## config.mk

```make
export PLATFORM = sky130hd
export DESIGN_NAME = fx_divider
export DESIGN_NICKNAME = d
export VERILOG_FILES = /design/src/ray_plane_pkg.sv /design/src/fx_divider.sv
export SDC_FILE = /design/constraint.sdc
export NUM_CORES = 1
export LEC_CHECK = 0
export ABC_AREA = 1
export BUFFER_PORTS_ARGS = -buffer_cell sky130_fd_sc_hd__buf_2
export CAP_MARGIN = 20
export CORE_MARGIN = 5
export CORE_UTILIZATION = 50
export CTS_BUF_LIST = sky130_fd_sc_hd__clkbuf_4
export DETAILED_ROUTE_END_ITERATION = 10
export PLACE_DENSITY_LB_ADDON = 0.25
export SLEW_MARGIN = 20
export SYNTH_ARGS = -nofsm -noshare
export SYNTH_HDL_FRONTEND = slang
export SYNTH_SLANG_ARGS = --single-unit
export TNS_END_PERCENT = 30
```

## constraint.sdc

```tcl
create_clock -name clk -period 14.5 [get_ports clk]
set_input_delay 0.725 -clock clk [delete_from_list [all_inputs] [get_ports clk]]
set_output_delay 0.725 -clock clk [all_outputs]
set_load 0.01 [all_outputs]
```

## src/ray_plane_pkg.sv

```systemverilog
package ray_plane_pkg;

    // --------------------------------------------------
    // Widths
    // --------------------------------------------------
    localparam int COORD_W   = 12;     // Input coordinate
    localparam int WORD_W    = 64;     // Every lane value, holds exact dot products
    localparam int POINT_W   = 32;     // Reported point coordinate
    localparam int NUM_LANES = 6;      // Two triple products of a cross product
    localparam int QUOT_W    = WORD_W; // Quotient bits, one per divider cycle

    typedef logic signed [COORD_W-1:0] coord_t;
    typedef logic signed [WORD_W-1:0]  word_t;
    typedef logic signed [POINT_W-1:0] point_t;

    // --------------------------------------------------
    // Vectors and query
    // --------------------------------------------------
    typedef struct packed {
        coord_t x;
        coord_t y;
        coord_t z;
    } vec3_t;

    typedef struct packed {
        word_t x;
        word_t y;
        word_t z;
    } wvec3_t;

    typedef struct packed {
        point_t x;
        point_t y;
        point_t z;
    } pvec3_t;

    // Triangle vertices, ray origin and direction
    typedef struct packed {
        vec3_t p0;
        vec3_t p1;
        vec3_t p2;
        vec3_t r0;
        vec3_t rd;
    } ray_query_t;

    // --------------------------------------------------
    // Lane commands
    // --------------------------------------------------
    typedef enum logic [1:0] {
        LANE_MUL = 2'd0,   // a * b
        LANE_ADD = 2'd1,   // b + c
        LANE_SUB = 2'd2    // b - c
    } lane_op_t;

    typedef struct packed {
        lane_op_t op;
        word_t    a;
        word_t    b;
        word_t    c;
    } lane_cmd_t;

    typedef lane_cmd_t [NUM_LANES-1:0] lane_cmd_vec_t;
    typedef word_t     [NUM_LANES-1:0] lane_res_vec_t;

    // t carries FRAC_W fraction bits, zero fields on a miss
    typedef struct packed {
        logic   hit;
        word_t  t;
        pvec3_t point;
    } hit_result_t;

endpackage

```

## src/fx_divider.sv

```systemverilog
`timescale 1ns/1ps

module fx_divider import ray_plane_pkg::*; #(
    parameter int FRAC_W = 16
) (
    input  logic  clk,
    input  logic  rst_n,
    input  logic  start_i,
    input  word_t num_i,
    input  word_t den_i,
    output word_t quot_o,
    output logic  busy_o,
    output logic  done_o
);

    localparam int CNT_W = $clog2(QUOT_W + 1);

    logic [WORD_W-1:0] num_mag;
    logic [WORD_W-1:0] den_mag;
    logic [WORD_W-1:0] den_q;     // Divisor magnitude
    logic [WORD_W-1:0] quo_q;     // Dividend shifts out, quotient shifts in
    logic [WORD_W:0]   rem_q;
    logic [WORD_W:0]   shifted;
    logic [WORD_W:0]   trial;
    logic [CNT_W-1:0]  cnt_q;
    logic              neg_q;     // Sign of the result

    assign num_mag = num_i[WORD_W-1] ? -num_i : num_i;
    assign den_mag = den_i[WORD_W-1] ? -den_i : den_i;

    // Restoring step
    assign shifted = {rem_q[WORD_W-1:0], quo_q[WORD_W-1]};
    assign trial   = shifted - {1'b0, den_q};

    // --------------------------------------------------
    // Control
    // --------------------------------------------------
    always_ff @(posedge clk) begin
        if (!rst_n) begin
            busy_o <= 1'b0;
            done_o <= 1'b0;
            cnt_q  <= '0;
        end else begin
            done_o <= 1'b0;
            if (start_i) begin
                busy_o <= 1'b1;
                cnt_q  <= CNT_W'(QUOT_W);
            end else if (busy_o) begin
                if (cnt_q != '0) begin
                    cnt_q <= cnt_q - 1'b1;
                end else begin
                    busy_o <= 1'b0;  // Sign fix-up cycle
                    done_o <= 1'b1;
                end
            end
        end
    end

    // --------------------------------------------------
    // Datapath
    // --------------------------------------------------
    always_ff @(posedge clk) begin
        if (start_i) begin
            den_q <= den_mag;
            quo_q <= num_mag << FRAC_W;  // Wraps to the word
            rem_q <= '0;
            neg_q <= num_i[WORD_W-1] ^ den_i[WORD_W-1];
        end else if (busy_o && cnt_q != '0) begin
            if (!trial[WORD_W]) begin
                rem_q <= trial;
                quo_q <= {quo_q[WORD_W-2:0], 1'b1};
            end else begin
                rem_q <= shifted;
                quo_q <= {quo_q[WORD_W-2:0], 1'b0};
            end
        end else if (busy_o) begin
            quot_o <= neg_q ? -quo_q : quo_q;  // Truncates toward zero
        end
    end

    a_start_idle: assert property (@(posedge clk) disable iff (!rst_n)
        start_i |-> !busy_o);

    a_den_nonzero: assert property (@(posedge clk) disable iff (!rst_n)
        start_i |-> den_i != '0);

endmodule

```

Word level (Yosys, flattened, before mapping)
Index checks and enable logic that the tools add are counted.
{"block": "op_classes", "bitwise": 5, "n_addsub": 5, "reduce_logical": 10, "n_mux": 14}
{"op": "two-way mux 64 bit", "count": 4}
{"op": "negator 64 bit", "count": 2}
{"op": "subtractor 65 x 64 -> 65 bit", "count": 1}
{"op": "two-way mux 63 bit", "count": 1}
{"op": "two-way mux 48 bit", "count": 1}
{"op": "negator 48 bit", "count": 1}
{"op": "two-way mux 7 bit", "count": 3}
{"op": "nonzero test 7 bit", "count": 1}
{"op": "subtractor 7 x 1 -> 7 bit (second input constant)", "count": 1}
{"op": "nonzero test 2 bit", "count": 3}
{"op": "two-way mux 1 bit", "count": 5}
{"op": "NOT 1 bit", "count": 4}
{"op": "AND reduction 2 bit", "count": 2}
{"op": "AND reduction 3 bit", "count": 1}
{"op": "OR reduction 3 bit", "count": 1}
{"op": "OR reduction 2 bit", "count": 1}
{"op": "logical AND 1 bit", "count": 1}
{"op": "bitwise XOR 1 bit", "count": 1}
{"block": "word_totals", "ff_bits": 266, "wordCells": 45}

Depth between registers and ports, before layout
{"block": "logic_depth", "depth_word": 4, "ltp_mapped": 21, "mapped_depth_nobuf": 20}

Worst setup path before layout
OpenSTA, ideal clock, no wires.
{"block": "synth_timing", "path_type": "reg2reg", "start": "reg cnt_q[0]", "end": "reg quot_o[0], enable pin", "setup_ns": 0.486, "arrival_time_ns": 5.201, "n_path_buf": 1, "path_stages_with_launch": 11, "t_required_ns": 14.014, "slack_ns": 8.813, "synth_period_minus_slack_ns": 5.687, "path_cell_list": "dfxtp_1 > inv_1 > ha_1 > nand2_1 > nor3_1 > or2_2 > inv_1 > nor2_1 > clkinv_1 > clkbuf_1 > nor2_1"}
{"block": "synth_between", "elab_chain_cells": 4}
{"element": "from (decl)", "line_no": "fx_divider.sv:25", "rtl": "logic [CNT_W-1:0] cnt_q;"}
{"element": "from (signal assigned)", "line_no": "fx_divider.sv:47", "rtl": "cnt_q <= CNT_W'(QUOT_W);"}
{"element": "from (signal assigned)", "line_no": "fx_divider.sv:50", "rtl": "cnt_q <= cnt_q - 1'b1;"}
{"element": "nonzero test 7 bit", "line_no": "fx_divider.sv:68", "rtl": "end else if (busy_o && cnt_q != '0) begin"}
{"element": "logical AND 1 bit", "line_no": "fx_divider.sv:68"}
{"element": "NOT 1 bit (no source line)"}
{"element": "AND reduction 3 bit (no source line)"}
{"element": "to (signal assigned)", "line_no": "fx_divider.sv:77", "rtl": "quot_o <= neg_q ? -quo_q : quo_q;"}
{"element": "to (decl)", "line_no": "fx_divider.sv:11", "rtl": "output word_t quot_o,"}
No other way between the ends.
A chain may end at the register's enable or synchronous reset.

Worst setup path after layout
{"block": "layout_timing", "start": "reg quo_q[63]", "end": "reg rem_q[34]"}
{"block": "layout_between", "elab_chain_cells": 2}
{"element": "from (decl)", "line_no": "fx_divider.sv:21", "rtl": "logic [WORD_W-1:0] quo_q;"}
{"element": "from (signal assigned)", "line_no": "fx_divider.sv:65", "rtl": "quo_q <= num_mag << FRAC_W;"}
{"element": "from (signal assigned)", "line_no": "fx_divider.sv:71", "rtl": "quo_q <= {quo_q[WORD_W-2:0], 1'b1};"}
{"element": "from (signal assigned)", "line_no": "fx_divider.sv:74", "rtl": "quo_q <= {quo_q[WORD_W-2:0], 1'b0};"}
{"element": "subtractor 65 x 64 -> 65 bit", "line_no": "fx_divider.sv:33", "rtl": "assign trial = shifted - {1'b0, den_q};"}
{"element": "two-way mux 64 bit", "line_no": "fx_divider.sv:69", "rtl": "if (!trial[WORD_W]) begin"}
{"element": "to (signal assigned)", "line_no": "fx_divider.sv:70", "rtl": "rem_q <= trial;"}
{"element": "to (signal assigned)", "line_no": "fx_divider.sv:73", "rtl": "rem_q <= shifted;"}
{"element": "to (decl)", "line_no": "fx_divider.sv:22", "rtl": "logic [WORD_W:0] rem_q;"}
No other way between the ends.

==> out/metrics.yaml <==
gp_congestion: 1.00
most-common-layout-cells: "1039 x nand2_1, 544 x inv_1, 308 x nor2_1, 189 x nand3_1, 180 x buf_2"
post_route_cells_drive_above_1_share_pct: 10.3
power.density_mw_per_mm2: 86.9
min_period_over_period_pct: 24.1
max_slew.worst_pin.slew_ns: 1.04
yosys_warnings: 0
dp_hpwl_um: 56700
crit_path_max_incr_delay_ns: 0.67
port_buffers: 181
post_detailed_route_drc_marker_count: 0
cts.root.buffer_cell: "clkbuf_4"
worst-endpoint-arrival_ns: 4.14
async_flop_share_pct: 0
vias_per_cell: 5.36
hold_viol_final: 0
cts_buffer_depth: 3
synth_area_sq_mm: 0.0206
dieHeight_um: 213
grt_first_pass_wirelength_um: 108000
clk_pin_slew_worst_paths_ns: 0.06
grt_pass1_vias: 19100
achievable-frequency_mhz: 287
final_antenna_net_count: 0
grt_antenna_before_repair: 1
critical_path.cell_chain: "inv_1, ha_1, fa_1, inv_1, nand3_1, nand2_1, nand2_1, nand2_2, nand2_1, nand2_2, nand2_1, nand2_2, nand2_4, nand2_4, nand2_1, nand2_2, nand2_1, nand3_1, nand2_1"
timing.critical_path.to_type: "register"
cts-resized-gates: 0
synth_top_family_by_area: "simple AND/OR/NAND/NOR gates"
num-nets-final: 3531
path_max_fanout: 40
number_of_clock_sinks_seen_by_cts: 266
critical_path.n_buffers_inverters: 2
area_growth_pct: 11.5
routed-via-count: 21000
cp_num_cells: 19
floorplan.initialDensity_pct: 50.5
ir_worst_vdd_uv: 43.6
max_cap_viol_count: 0
syn_avg_cell_area_sq_um: 6.58
core_sq_mm: 0.0407
fin_worst_hold_slack_ns: 0.166
number_of_enable_type_register_cells_in_the_synthesized_netlist: 177
timing_max_transition_violations_final: 0
synth-xor-area-share_pct: 7.28
critPathTopFamily: "simple AND/OR/NAND/NOR gates"
place_worst_setup_slack_ns: 11.08
worstRegToRegCells: 19
wl_per_cell_um: 18.1
synth_compound_area_share_pct: 7.27
worst_path_most_repeated_cell: "nand2_1"
synth_top_flop_cell: "edfxtp_1"
finalWorstSetupSlack_ns: 11.01
final.min_clock_period_ns: 3.49
drt_iter0_drc: 2397
grt_max_degree: 88
setup_repair_after_global_routing_missed_its_margin: "no"
timing.setup.critical_path_class: "register to register"
fillCellCount: 4066
num_rows: 74
clock_latency_at_the_later_pin_of_the_worst_skew_pair_ns: 0.80
layout_commonest_cell: "nand2_1"
synth_cell_type_count: 49
worst_hold_path.num_cells: 1
global_route.usage.total_pct: 30.8
final.setup.tns_ns: 0
postCtsHoldBufs: 0
cts-buffers-inserted: 77
routed_wirelength_um: 71200
sum_of_overflow_across_all_layers_after_global_routing: 0
total_leakage_power_nw: 11.5
synth_adder_area_share_pct: 4.24
clock-skew-final_ns: 0.0749
syn_inst: 3123
setup.worst_path.start_class: "register"
timing.critical_path.slowest_stage_cell: "nand2_2"
final_report_setup_violation_count: 0
io-pin-count: 197
cts_max_level: 3
slew_headroom_pct: 30.6
synth_fp_nets: 3323
synthSimpleGateAreaFrac_pct: 35.2
first_pass_iters: 6
total_die_area_sq_mm: 0.0453
data_required_time_at_the_worst_endpoint_ns: 15.15
flip_flop_and_latch_count_after_synthesis: 266
synthMuxAreaShare_pct: 0
tritoncts: "done"
number_of_buffers_added_for_setup_after_cts: 0
status: "complete, no violations"
die_w_um: 213
synth_sequential_area_ratio_pct: 34.5
min-delay-path-class: "primary input to register"
[synth_stat cells, types with 9 or more instances]
| master | n | area (sq um) |
|---|---|---|
| o21ai_0 | 87 | 435 |
| clkbuf_1 | 36 | 135 |
| a21oi_1 | 100 | 500 |
| buf_4 | 10 | 75.1 |
| nand3b_1 | 21 | 158 |
| ha_1 | 68 | 851 |
| buf_1 | 9 | 33.8 |
| nor2_1 | 310 | 1160 |
| o21ai_1 | 19 | 95.1 |
| nand3_1 | 189 | 946 |
| nand4_1 | 67 | 419 |
| o22ai_1 | 32 | 200 |
| nand2_1 | 1040 | 3900 |
| xor2_1 | 120 | 1050 |
| edfxtp_1 | 177 | 5320 |
| inv_1 | 544 | 2040 |
| nor3_1 | 54 | 270 |
| nor4_1 | 19 | 119 |
| xnor2_1 | 51 | 447 |
| dfxtp_1 | 89 | 1780 |
[kinds of logic (layout without fill, tap and decap cells)]
group	count (synthesis)	after routing
XOR/XNOR	171	171
AND/OR/NAND/NOR	1731	1731
other	0	1
adder cells (fa/ha/maj)	69	69
buffers and inverters	613	882
AO/OA/AOI/OAI	273	273
flip-flops	266	266
[metal layers]
| metal | global-route usage (%) | part of all wire (%) | vias up |
|---|---|---|---|
| met5 | 0 | 0 | - |
| met4 | 8.06 | 2.3 | 0 |
| met3 | 5.88 | 10 | 99 |
| met2 | 42.1 | 40 | 957 |
| met1 | 49.1 | 48 | 9640 |
| li1 | - | - | 10300 |
[worst register-to-register path: stages (launching register included)]
cell and delay [ns]:
edfxtp_1 0.34, inv_1 0.12, ha_1 0.25, fa_1 0.42
inv_1 0.16, nand3_1 0.09, nand2_1 0.13, nand2_1 0.09
nand2_2 0.09, nand2_1 0.07, nand2_2 0.09, nand2_1 0.07
nand2_2 0.18, nand2_4 0.11, nand2_4 0.08, nand2_1 0.06
nand2_2 0.67, nand2_1 0.20, nand3_1 0.13, nand2_1 0.06
[worst paths after layout]
path                  start         to  slack [ns]
hold / removal     den_i[0]   den_q[0]        0.17
setup / recovery  quo_q[63]  rem_q[34]       11.01
hold reg to reg   rem_q[26]  rem_q[26]        0.47
setup reg to reg  quo_q[63]  rem_q[34]       11.01
[where the power goes]
part	total (W)	internal, W	switching (W)
Clock	0.000728	0.000384	0.000345
Sequential	0.000894	0.000869	0.0000248
Combinational	0.000370	0.000106	0.000264
[per-stage QoR]
step	util (%)	instances	area [sq um]	total power, W
2_1_floorplan	-	3123	20600	0.00112
3_3_place_gp	53.8	3784	21900	0.00126
3_5_place_dp	53.8	3784	21900	0.00127
4_1_cts	56.3	3924	22900	0.00200
5_1_grt	56.3	3925	22900	0.00209
6_report	56.3	3925	22900	0.00199
[registers in the layout, indices dropped and copies added, names as in the netlist]
signal	cells
cnt_q	7
den_q	64
quo_q	64
neg_q	1
rem_q	64
done_o	1
quot_o	64
busy_o	1
[area by class of cell]
type | instances | area, sq um | area share (%)
inverters | 554 | 2080 | 9.07
flip-flops and latches | 266 | 7100 | 31.0
multi-input cells | 2244 | 11100 | 48.5
clock inverters | 24 | 125 | 0.546
repair buffers | 188 | 961 | 4.19
well taps | 532 | 666 | 2.90
diodes | 1 | 2.50 | 0.0109
clock buffers | 116 | 871 | 3.80
Note: power is estimated with default switching activity, not from simulation.
